===== config.mk =====
export PLATFORM = sky130hd
export DESIGN_NAME = rv_core
export DESIGN_NICKNAME = d
export VERILOG_FILES = /design/src/hw/rv_pkg.sv /design/src/hw/alu.sv /design/src/hw/controller.sv /design/src/hw/imm_ext.sv /design/src/hw/regfile.sv /design/src/hw/rv_core.sv /design/src/hw/wb_master.sv
export VERILOG_INCLUDE_DIRS = /design/src /design/src/hw
export SDC_FILE = /design/constraint.sdc
export NUM_CORES = 2
export LEC_CHECK = 0
export BUFFER_PORTS_ARGS = -buffer_cell sky130_fd_sc_hd__buf_2
export CAP_MARGIN = 5
export CORE_MARGIN = 8
export CORE_UTILIZATION = 29
export DETAILED_ROUTE_END_ITERATION = 6
export PLACE_DENSITY = 0.42
export SETUP_SLACK_MARGIN = 0.15
export SYNTH_ARGS = -nofsm -noshare
export SYNTH_HDL_FRONTEND = slang
export SYNTH_SLANG_ARGS = --single-unit

===== constraint.sdc =====
create_clock -name clk -period 11.8 [get_ports clk]
set_clock_uncertainty 0.2 [all_clocks]
set_input_delay 1.18 -clock clk [delete_from_list [all_inputs] [get_ports clk]]
set_output_delay 1.18 -clock clk [all_outputs]
set_load 0.05 [all_outputs]

===== src/hw/rv_cfg.svh =====
`ifndef RV_CFG_SVH
`define RV_CFG_SVH

// data and address width
`define XLEN      32

// architectural registers, x0 included
`define REG_COUNT 32

`define RESET_PC  32'h0000_0000  // first fetch address

`endif


===== src/hw/rv_pkg.sv =====
`default_nettype none
`include "rv_cfg.svh"

package rv_pkg;

    // opcode classes handled by the core
    typedef enum logic [6:0] {
        OP_I_TYPE_L = 7'b0000011,  // lw
        OP_I_TYPE   = 7'b0010011,
        OP_S_TYPE   = 7'b0100011,  // sw
        OP_R_TYPE   = 7'b0110011,
        OP_B_TYPE   = 7'b1100011,
        OP_J_TYPE   = 7'b1101111,  // jal
        OP_JALR     = 7'b1100111,
        OP_AUIPC    = 7'b0010111
    } op_e;

    typedef enum logic [3:0] {
        ALU_ADD, ALU_SUB, ALU_AND, ALU_OR, ALU_XOR,
        ALU_SLL, ALU_SRL, ALU_SRA, ALU_SLT, ALU_SLTU
    } alu_op_e;

    typedef enum logic [1:0] {
        ALU_SRC_REG,         // rs1, rs2
        ALU_SRC_EXT_IMM,     // rs1, imm
        ALU_SRC_PC_EXT_IMM   // pc, imm
    } alu_src_e;

    typedef enum logic [1:0] {
        RES_SRC_ALU_OUT,
        RES_SRC_READ_DATA,
        RES_SRC_PC_PLUS_4
    } res_src_e;

    typedef enum logic [1:0] {
        PC_SRC_PLUS_4,
        PC_SRC_PLUS_OFF,
        PC_SRC_REG_PLUS_OFF  // jalr
    } pc_src_e;

    typedef enum logic [2:0] {
        IMM_SRC_ITYPE,
        IMM_SRC_ITYPE2,  // shift amount only
        IMM_SRC_STYPE,
        IMM_SRC_BTYPE,
        IMM_SRC_JTYPE,
        IMM_SRC_UTYPE
    } imm_src_e;

    typedef struct packed {
        logic neg;
        logic zero;
        logic carry;
        logic ovf;
    } alu_flags_t;

    typedef struct packed {
        logic     reg_we;
        logic     mem_we;
        logic     mem_rd;
        alu_src_e alu_src;
        res_src_e result_src;
        pc_src_e  pc_src;
        imm_src_e imm_src;
        alu_op_e  alu_ctrl;
    } ctrl_t;

    typedef struct packed {
        logic                   cyc;
        logic                   stb;
        logic                   we;
        logic [`XLEN/8-1:0]     sel;
        logic [`XLEN-1:0]       adr;
        logic [`XLEN-1:0]       dat_w;
    } wb_req_t;

    typedef struct packed {
        logic             ack;
        logic [`XLEN-1:0] dat_r;
    } wb_rsp_t;

endpackage

`default_nettype wire


===== src/hw/alu.sv =====
`default_nettype none
`timescale 1ns/10ps
`include "rv_cfg.svh"

module alu (
    input  wire  [`XLEN-1:0]       a,
    input  wire  [`XLEN-1:0]       b,
    input  var   rv_pkg::alu_op_e  alu_ctrl,
    output logic [`XLEN-1:0]       result,
    output rv_pkg::alu_flags_t     flags
);
    import rv_pkg::*;

    localparam int SHW = $clog2(`XLEN);

    logic             sub_mode;
    logic [`XLEN-1:0] b_in;
    logic [`XLEN-1:0] sum;
    logic             carry;
    logic             ovf;
    logic [SHW-1:0]   shamt;

    // one adder for add, sub and both compares
    assign sub_mode = alu_ctrl inside {ALU_SUB, ALU_SLT, ALU_SLTU};
    assign b_in     = sub_mode ? ~b : b;
    assign {carry, sum} = {1'b0, a} + {1'b0, b_in} + {{`XLEN{1'b0}}, sub_mode};
    assign ovf      = (a[`XLEN-1] == b_in[`XLEN-1]) && (sum[`XLEN-1] != a[`XLEN-1]);
    assign shamt    = b[SHW-1:0];

    assign flags.neg   = sum[`XLEN-1];
    assign flags.zero  = (sum == '0);
    assign flags.carry = carry;  // set when a >= b on subtract
    assign flags.ovf   = ovf;

    always_comb begin
        case (alu_ctrl)
            ALU_ADD,
            ALU_SUB:  result = sum;
            ALU_AND:  result = a & b;
            ALU_OR:   result = a | b;
            ALU_XOR:  result = a ^ b;
            ALU_SLL:  result = a << shamt;
            ALU_SRL:  result = a >> shamt;
            ALU_SRA:  result = $signed(a) >>> shamt;
            ALU_SLT:  result = {{(`XLEN-1){1'b0}}, sum[`XLEN-1] ^ ovf};
            ALU_SLTU: result = {{(`XLEN-1){1'b0}}, !carry};
            default:  result = '0;
        endcase
    end
endmodule

`default_nettype wire


===== src/hw/controller.sv =====
`default_nettype none
`timescale 1ns/10ps
`include "rv_cfg.svh"

module alu_dec (
    input  var   rv_pkg::op_e     op,
    input  wire  [2:0]            func3,
    input  wire  [6:0]            func7,
    output rv_pkg::alu_op_e       alu_ctrl
);
    import rv_pkg::*;

    alu_op_e arith_op;  // op picked by func3/func7 for R and I types

    always_comb begin
        case (func3)
            3'b000:  arith_op = (op == OP_R_TYPE && func7[5]) ? ALU_SUB : ALU_ADD;
            3'b001:  arith_op = ALU_SLL;
            3'b010:  arith_op = ALU_SLT;
            3'b011:  arith_op = ALU_SLTU;
            3'b100:  arith_op = ALU_XOR;
            3'b101:  arith_op = func7[5] ? ALU_SRA : ALU_SRL;  // srai keeps bit 30 too
            3'b110:  arith_op = ALU_OR;
            default: arith_op = ALU_AND;
        endcase
    end

    always_comb begin
        case (op)
            OP_R_TYPE: alu_ctrl = arith_op;
            OP_I_TYPE: alu_ctrl = arith_op;
            OP_B_TYPE: alu_ctrl = ALU_SUB;  // flags drive the branch decision
            default:   alu_ctrl = ALU_ADD;  // addresses, auipc
        endcase
    end
endmodule

module controller (
    input  wire  [`XLEN-1:0]      instr,
    input  var   rv_pkg::alu_flags_t alu_flags,
    output rv_pkg::ctrl_t         ctrl
);
    import rv_pkg::*;

    op_e        op;
    logic [2:0] func3;
    logic [6:0] func7;
    alu_op_e    alu_ctrl;
    logic       br_taken;
    imm_src_e   imm_src_i_type;

    assign op    = op_e'(instr[6:0]);
    assign func3 = instr[14:12];
    assign func7 = instr[31:25];

    alu_dec alu_dec_i (
        .op       (op),
        .func3    (func3),
        .func7    (func7),
        .alu_ctrl (alu_ctrl)
    );

    // flags come from rs1 - rs2
    always_comb begin
        case (func3)
            3'b000:  br_taken = alu_flags.zero;                    // beq
            3'b001:  br_taken = !alu_flags.zero;                   // bne
            3'b100:  br_taken = alu_flags.neg ^ alu_flags.ovf;     // blt
            3'b101:  br_taken = !(alu_flags.neg ^ alu_flags.ovf);  // bge
            3'b110:  br_taken = !alu_flags.carry;                  // bltu, borrow
            3'b111:  br_taken = alu_flags.carry;                   // bgeu
            default: br_taken = 1'b0;
        endcase
    end

    // slli/srli/srai
    assign imm_src_i_type = (func3[1:0] == 2'b01) ? IMM_SRC_ITYPE2 : IMM_SRC_ITYPE;

    always_comb begin
        ctrl          = '0;  // unknown opcode, no side effects
        ctrl.alu_ctrl = alu_ctrl;
        case (op)
            OP_I_TYPE_L: begin
                ctrl.reg_we     = 1'b1;
                ctrl.mem_rd     = 1'b1;
                ctrl.alu_src    = ALU_SRC_EXT_IMM;
                ctrl.result_src = RES_SRC_READ_DATA;
            end
            OP_I_TYPE: begin
                ctrl.reg_we  = 1'b1;
                ctrl.alu_src = ALU_SRC_EXT_IMM;
                ctrl.imm_src = imm_src_i_type;
            end
            OP_S_TYPE: begin
                ctrl.mem_we  = 1'b1;
                ctrl.alu_src = ALU_SRC_EXT_IMM;
                ctrl.imm_src = IMM_SRC_STYPE;
            end
            OP_R_TYPE: ctrl.reg_we = 1'b1;
            OP_B_TYPE: begin
                ctrl.pc_src  = br_taken ? PC_SRC_PLUS_OFF : PC_SRC_PLUS_4;
                ctrl.imm_src = IMM_SRC_BTYPE;
            end
            OP_J_TYPE: begin
                ctrl.reg_we     = 1'b1;
                ctrl.result_src = RES_SRC_PC_PLUS_4;
                ctrl.pc_src     = PC_SRC_PLUS_OFF;
                ctrl.imm_src    = IMM_SRC_JTYPE;
            end
            OP_JALR: begin
                ctrl.reg_we     = 1'b1;
                ctrl.alu_src    = ALU_SRC_EXT_IMM;  // target comes out of the alu
                ctrl.result_src = RES_SRC_PC_PLUS_4;
                ctrl.pc_src     = PC_SRC_REG_PLUS_OFF;
            end
            OP_AUIPC: begin
                ctrl.reg_we  = 1'b1;
                ctrl.alu_src = ALU_SRC_PC_EXT_IMM;
                ctrl.imm_src = IMM_SRC_UTYPE;
            end
            default: ;
        endcase
    end
endmodule

`default_nettype wire


===== src/hw/imm_ext.sv =====
`default_nettype none
`timescale 1ns/10ps
`include "rv_cfg.svh"

module imm_ext (
    input  wire  [`XLEN-1:0]       instr,
    input  var   rv_pkg::imm_src_e imm_src,
    output logic [`XLEN-1:0]       imm
);
    import rv_pkg::*;

    always_comb begin
        case (imm_src)
            IMM_SRC_ITYPE:  imm = {{(`XLEN-12){instr[31]}}, instr[31:20]};
            IMM_SRC_ITYPE2: imm = {{(`XLEN-5){1'b0}}, instr[24:20]};  // shamt
            IMM_SRC_STYPE:  imm = {{(`XLEN-12){instr[31]}}, instr[31:25], instr[11:7]};
            IMM_SRC_BTYPE:  imm = {{(`XLEN-13){instr[31]}}, instr[31], instr[7],
                                   instr[30:25], instr[11:8], 1'b0};
            IMM_SRC_JTYPE:  imm = {{(`XLEN-21){instr[31]}}, instr[31], instr[19:12],
                                   instr[20], instr[30:21], 1'b0};
            IMM_SRC_UTYPE:  imm = {instr[31:12], 12'b0};
            default:        imm = '0;
        endcase
    end
endmodule

`default_nettype wire


===== src/hw/regfile.sv =====
`default_nettype none
`timescale 1ns/10ps
`include "rv_cfg.svh"

module regfile (
    input  wire                clk,
    input  wire  [4:0]         rs1,
    input  wire  [4:0]         rs2,
    output logic [`XLEN-1:0]   rd1,
    output logic [`XLEN-1:0]   rd2,
    input  wire                we,
    input  wire  [4:0]         wa,
    input  wire  [`XLEN-1:0]   wd
);
    logic [`XLEN-1:0] regs [`REG_COUNT];

    // x0 is never written
    always_ff @(posedge clk) begin
        if (we && wa != 5'd0) begin
            regs[wa] <= wd;
        end
    end

    // reads are combinational, x0 forced to zero
    assign rd1 = (rs1 == 5'd0) ? '0 : regs[rs1];
    assign rd2 = (rs2 == 5'd0) ? '0 : regs[rs2];
endmodule

`default_nettype wire


===== src/hw/rv_core.sv =====
`default_nettype none
`timescale 1ns/10ps
`include "rv_cfg.svh"

module rv_core (
    input  wire                clk,
    input  wire                rst,
    output rv_pkg::wb_req_t    wb_req,
    input  var   rv_pkg::wb_rsp_t wb_rsp
);
    import rv_pkg::*;

    localparam logic [`XLEN-1:0] PC_STEP = 4;

    typedef enum logic [1:0] {S_FETCH, S_EXEC, S_MEM, S_WB} state_e;

    state_e           state;
    logic [`XLEN-1:0] pc;
    logic [`XLEN-1:0] ir;
    logic             issued;   // bus access of this state already started

    ctrl_t            ctrl;
    alu_flags_t       alu_flags;
    logic [`XLEN-1:0] rd1, rd2, imm;
    logic [`XLEN-1:0] alu_a, alu_b, alu_result;
    logic [`XLEN-1:0] pc_plus_4, pc_target, next_pc, wb_data;

    logic             bus_start, bus_we, bus_done;
    logic [`XLEN-1:0] bus_adr, bus_rdata;

    controller controller_i (
        .instr     (ir),
        .alu_flags (alu_flags),
        .ctrl      (ctrl)
    );

    imm_ext imm_ext_i (
        .instr   (ir),
        .imm_src (ctrl.imm_src),
        .imm     (imm)
    );

    regfile regfile_i (
        .clk (clk),
        .rs1 (ir[19:15]),
        .rs2 (ir[24:20]),
        .rd1 (rd1),
        .rd2 (rd2),
        .we  (state == S_WB && ctrl.reg_we),
        .wa  (ir[11:7]),
        .wd  (wb_data)
    );

    // operand muxes
    assign alu_a = (ctrl.alu_src == ALU_SRC_PC_EXT_IMM) ? pc : rd1;
    assign alu_b = (ctrl.alu_src == ALU_SRC_REG) ? rd2 : imm;

    alu alu_i (
        .a        (alu_a),
        .b        (alu_b),
        .alu_ctrl (ctrl.alu_ctrl),
        .result   (alu_result),
        .flags    (alu_flags)
    );

    assign pc_plus_4 = pc + PC_STEP;
    assign pc_target = pc + imm;  // branches and jal

    always_comb begin
        case (ctrl.pc_src)
            PC_SRC_PLUS_OFF:     next_pc = pc_target;
            PC_SRC_REG_PLUS_OFF: next_pc = {alu_result[`XLEN-1:1], 1'b0};
            default:             next_pc = pc_plus_4;
        endcase
    end

    always_comb begin
        case (ctrl.result_src)
            RES_SRC_READ_DATA: wb_data = bus_rdata;  // load word from MEM
            RES_SRC_PC_PLUS_4: wb_data = pc_plus_4;
            default:           wb_data = alu_result;
        endcase
    end

    // fetch reads at pc, MEM uses the alu address
    assign bus_start = (state == S_FETCH || state == S_MEM) && !issued;
    assign bus_we    = (state == S_MEM) && ctrl.mem_we;
    assign bus_adr   = (state == S_MEM) ? alu_result : pc;

    wb_master wb_master_i (
        .clk    (clk),
        .rst    (rst),
        .start  (bus_start),
        .we     (bus_we),
        .adr    (bus_adr),
        .dat_w  (rd2),
        .done   (bus_done),
        .dat_r  (bus_rdata),
        .wb_req (wb_req),
        .wb_rsp (wb_rsp)
    );

    // instruction state machine
    always_ff @(posedge clk) begin
        if (rst) begin
            state  <= S_FETCH;
            pc     <= `RESET_PC;
            issued <= 1'b0;
        end else begin
            if (bus_start) begin
                issued <= 1'b1;
            end else if (bus_done) begin
                issued <= 1'b0;
            end
            case (state)
                S_FETCH: if (bus_done) state <= S_EXEC;
                S_EXEC:  state <= (ctrl.mem_we || ctrl.mem_rd) ? S_MEM : S_WB;
                S_MEM:   if (bus_done) state <= S_WB;
                default: begin
                    pc    <= next_pc;  // instruction retires here
                    state <= S_FETCH;
                end
            endcase
        end
    end

    always_ff @(posedge clk) begin
        if (state == S_FETCH && bus_done) begin
            ir <= bus_rdata;
        end
    end
endmodule

`default_nettype wire


===== src/hw/wb_master.sv =====
`default_nettype none
`timescale 1ns/10ps
`include "rv_cfg.svh"

module wb_master (
    input  wire                clk,
    input  wire                rst,
    input  wire                start,
    input  wire                we,
    input  wire  [`XLEN-1:0]   adr,
    input  wire  [`XLEN-1:0]   dat_w,
    output logic               done,
    output logic [`XLEN-1:0]   dat_r,
    output rv_pkg::wb_req_t    wb_req,
    input  var   rv_pkg::wb_rsp_t wb_rsp
);
    logic             cyc_q;
    logic             we_q;
    logic [`XLEN-1:0] adr_q;
    logic [`XLEN-1:0] dat_w_q;

    // cycle control
    always_ff @(posedge clk) begin
        if (rst) begin
            cyc_q <= 1'b0;
            we_q  <= 1'b0;
            done  <= 1'b0;
        end else begin
            done <= cyc_q && wb_rsp.ack;  // one cycle after ack
            if (cyc_q && wb_rsp.ack) begin
                cyc_q <= 1'b0;
                we_q  <= 1'b0;
            end else if (!cyc_q && start) begin
                cyc_q <= 1'b1;
                we_q  <= we;
            end
        end
    end

    // request payload held through wait states
    always_ff @(posedge clk) begin
        if (!cyc_q && start) begin
            adr_q   <= adr;
            dat_w_q <= dat_w;
        end
        if (cyc_q && wb_rsp.ack) begin
            dat_r <= wb_rsp.dat_r;
        end
    end

    assign wb_req.cyc   = cyc_q;
    assign wb_req.stb   = cyc_q;  // classic, stb follows cyc
    assign wb_req.we    = we_q;
    assign wb_req.sel   = '1;
    assign wb_req.adr   = adr_q;
    assign wb_req.dat_w = dat_w_q;
endmodule

`default_nettype wire


==> results.py <==
metrics = {
    "status": {
        "status": "finished, final reports clean",
    },
    "cells_and_area": {
        "final_cell_mix": "1152 x edfxtp_1, 622 x mux4_2, 236 x nor2_1",
        "post-route-util_pct": 33.38,
        "nFillCells": 21920,
        "drive_gt1_share_pct": 28.67,
        "fin_cells": 7624,
        "multi_input_area_mm2": 0.02924,
        "register_area_mm2": 0.03559,
        "final_common_cell": "edfxtp_1",
        "areaGrowthSynthToFinish_pct": 14.68,
        "nets": 4663,
    },
    "yosys": {
        "synth-edff-count": 1152,
        "synth_ff_type": "edfxtp_1",
        "ys_types": 106,
        "avgSynthCellArea_um2": 15.27,
        "synth_top_area_share_pct": 52.35,
        "syn_inst": 4328,
        "syn_area_mm2": 0.06608,
        "ys_top_cells_by_area": "edfxtp_1 52%, mux4_2 21%, mux2i_1 3.0%",
        "async_reset_ff_share_pct": 0,
        "synth-seq-cells": 1200,
        "ys_seq_area_share_pct": 53.80,
        "yosys.area.top_type": "edfxtp_1",
        "ys_warn_count": 0,
    },
    "sta": {
        "setup_viol": 0,
        "relSlewSlack_pct": 10.50,
        "rsz0062_at_grt": "no",
        "hold_viol_final": 0,
        "fmaxAchievable_mhz": 94.18,
        "finalWorstSetupSlack_ns": 1.183,
        "tightest_slew_ns": 1.340,
        "fin_setup_tns_ns": 0,
        "report.final.slew_viol_count": 0,
        "fin_crit_sh_pct": 89.98,
        "period_minus_slack_ns": 10.62,
    },
    "pwr": {
        "combPwrFrac_pct": 20.7,
        "intPower_w": 0.008425,
        "power_switching_w": 0.003814,
        "power_frac_clock_pct": 36.2,
        "p_leak_nw": 25.34,
        "peakVddDrop_uv": 154.3,
        "seqPwrFrac_pct": 43.1,
        "p_per_area_mw_per_mm2": 161.5,
        "design_power_total_w": 0.01224,
        "switching_share_pct": 31.17,
    },
    "floorplanning": {
        "io_pins": 106,
        "row_count": 175,
        "core_mm2": 0.2271,
        "die_x_um": 493.4,
        "dieArea_mm2": 0.2434,
        "die_h_um": 493.4,
        "start_util_pct": 29.10,
    },
    "route": {
        "ant_nets": 0,
        "vias_per_cell": 5.911,
        "wl_per_cell_um": 38.21,
        "firstDrtPassIters": 6,
        "drtIter0Drc": 5621,
        "num_vias": 45060,
        "remaining_drc_errors": 0,
        "wl_mm": 291.3,
    },
    "grt": {
        "grt_pass1_vias": 44580,
        "antenna_found_initial": 23,
        "grt_usage_pct": 23.31,
        "grt_pass1_wl_mm": 395.6,
        "grt_max_degree": 91,
        "grt_overflow": 0,
    },
    "placement": {
        "dpl.cell_count": 7352,
        "pre_cts_slack_ns": 1.416,
        "hpwl_mm": 198.2,
        "numPortBuffers": 101,
        "gp_congestion": 0.9894,
    },
    "clocking": {
        "numCtsBuffers": 144,
        "cts_root_buffer": "clkbuf_16",
        "tritoncts": "done",
        "clockBufferDepth": 3,
        "cts.clk_slew.worst_paths_ns": 0.06,
        "clk_latency_ns": 0.83,
        "cts_setup_buffers": 0,
        "htreeDepth": 4,
        "postCtsHoldBufs": 0,
        "cts.sinks": 1200,
        "cts.repair.resized": 0,
    },
    "critical_path": {
        "cp-start-kind": "register",
        "crit_family": "compound AO/OA/AOI/OAI gates",
        "worst-path-max-fanout": 45,
        "crit_top_cell": "nor2_1",
        "slowest_delay_ns": 0.99,
        "worst-path-buf-inv": 2,
        "crit_type": "reg2reg",
        "end_kind": "register",
        "cp_data_arrival_time_ns": 11.13,
        "slowest_stage": "mux2i_1",
        "required_ns": 12.31,
    },
    "hold_path": {
        "hold_path.class": "reg2reg",
    },
    "run": {
        "cap_violations": 0,
    },
}
==> flip-flops by register name (all words and copies together) (netlist names), named ones only <==
register	cells
wb_master_i.cyc_q	1
wb_master_i.dat_r	32
state	2
pc	32
regfile_i.regs	1024
issued	1
ir	32
wb_master_i.done	1
wb_master_i.adr_q	32
wb_master_i.dat_w_q	32
wb_master_i.we_q	1
==> stage by stage <==
step                instance area (um2)  hold slack, ns
detailed placement                71110          0.2415
floorplan                         66210          0.2267
finish                            75780          0.2655
global route                      75760          0.2928
global placement                  71110          0.2522
CTS                               75760          0.2563
==> synthesized netlist by cell type, drive strengths merged (71+ instances only) <==
library cell,n
nor2,264
inv,99
nand2,212
xnor2,73
mux2i,196
edfxtp,1152
a21oi,211
buf,168
mux4,630
clkbuf,154
o21ai,145
a21o,71
ha,137
==> metal layers <==
| metal | track usage, % | up-vias | share of wire, % |
|---|---|---|---|
| met1 | 32.20 | 24290 | 43 |
| li1 | - | 18100 | - |
| met5 | 0 | - | 0.014 |
| met4 | 9.697 | 6 | 4.6 |
| met3 | 4.531 | 449 | 7.2 |
| met2 | 35.96 | 2220 | 45 |
==> layout make-up <==
type | instances | share of cell area [%]
multi-input combinational | 2741 | 38.58
clock inverter | 75 | 1.076
tap | 3009 | 4.968
clock buffer | 186 | 5.047
sequential | 1200 | 46.97
inverter | 99 | 0.4953
antenna | 11 | 0.03632
timing repair buffer | 303 | 2.833
==> worst paths after layout <==
kind / from / slack, ns / cells past startpoint / to
max: register / 1.18 / 29 / pc[5]
min reg2reg: issued / 0.27 / 1 / issued
max reg2reg: register / 1.18 / 29 / pc[5]
min: issued / 0.27 / 1 / issued
==> cells by family after synthesis <==
family                     synth area share [%]
DFF                                       53.80
muxes                                     25.53
AOI/OAI and AO/OA                         8.458
and+or+nand+nor                           5.256
buffers and inverters                     2.855
adders and majority gates                 2.655
xor gates and xnor gates                  1.431
other                                   0.01136
==> worst reg2reg max path: cells and delay by family, from the launching register on <==
kind                       cells  cell delay [ns]
DFF                            1             0.86
xor gates and xnor gates       2             0.44
muxes                          4             2.17
and+or+nand+nor                6             1.03
AOI/OAI and AO/OA             13             3.79
buffers and inverters          2             1.24
adders and majority gates      2             0.78
==> power by group through the flow <==
stage          registers, W  logic (W)  clock network [W]
4_1_cts             0.00528    0.00249            0.00453
6_report            0.00528    0.00253            0.00444
5_1_grt             0.00528    0.00262            0.00468
2_1_floorplan       0.00541    0.00128                  0
3_3_place_gp        0.00536    0.00249                  0
3_5_place_dp        0.00536    0.00249                  0
No activity file was read; power rests on OpenSTA's default activity.
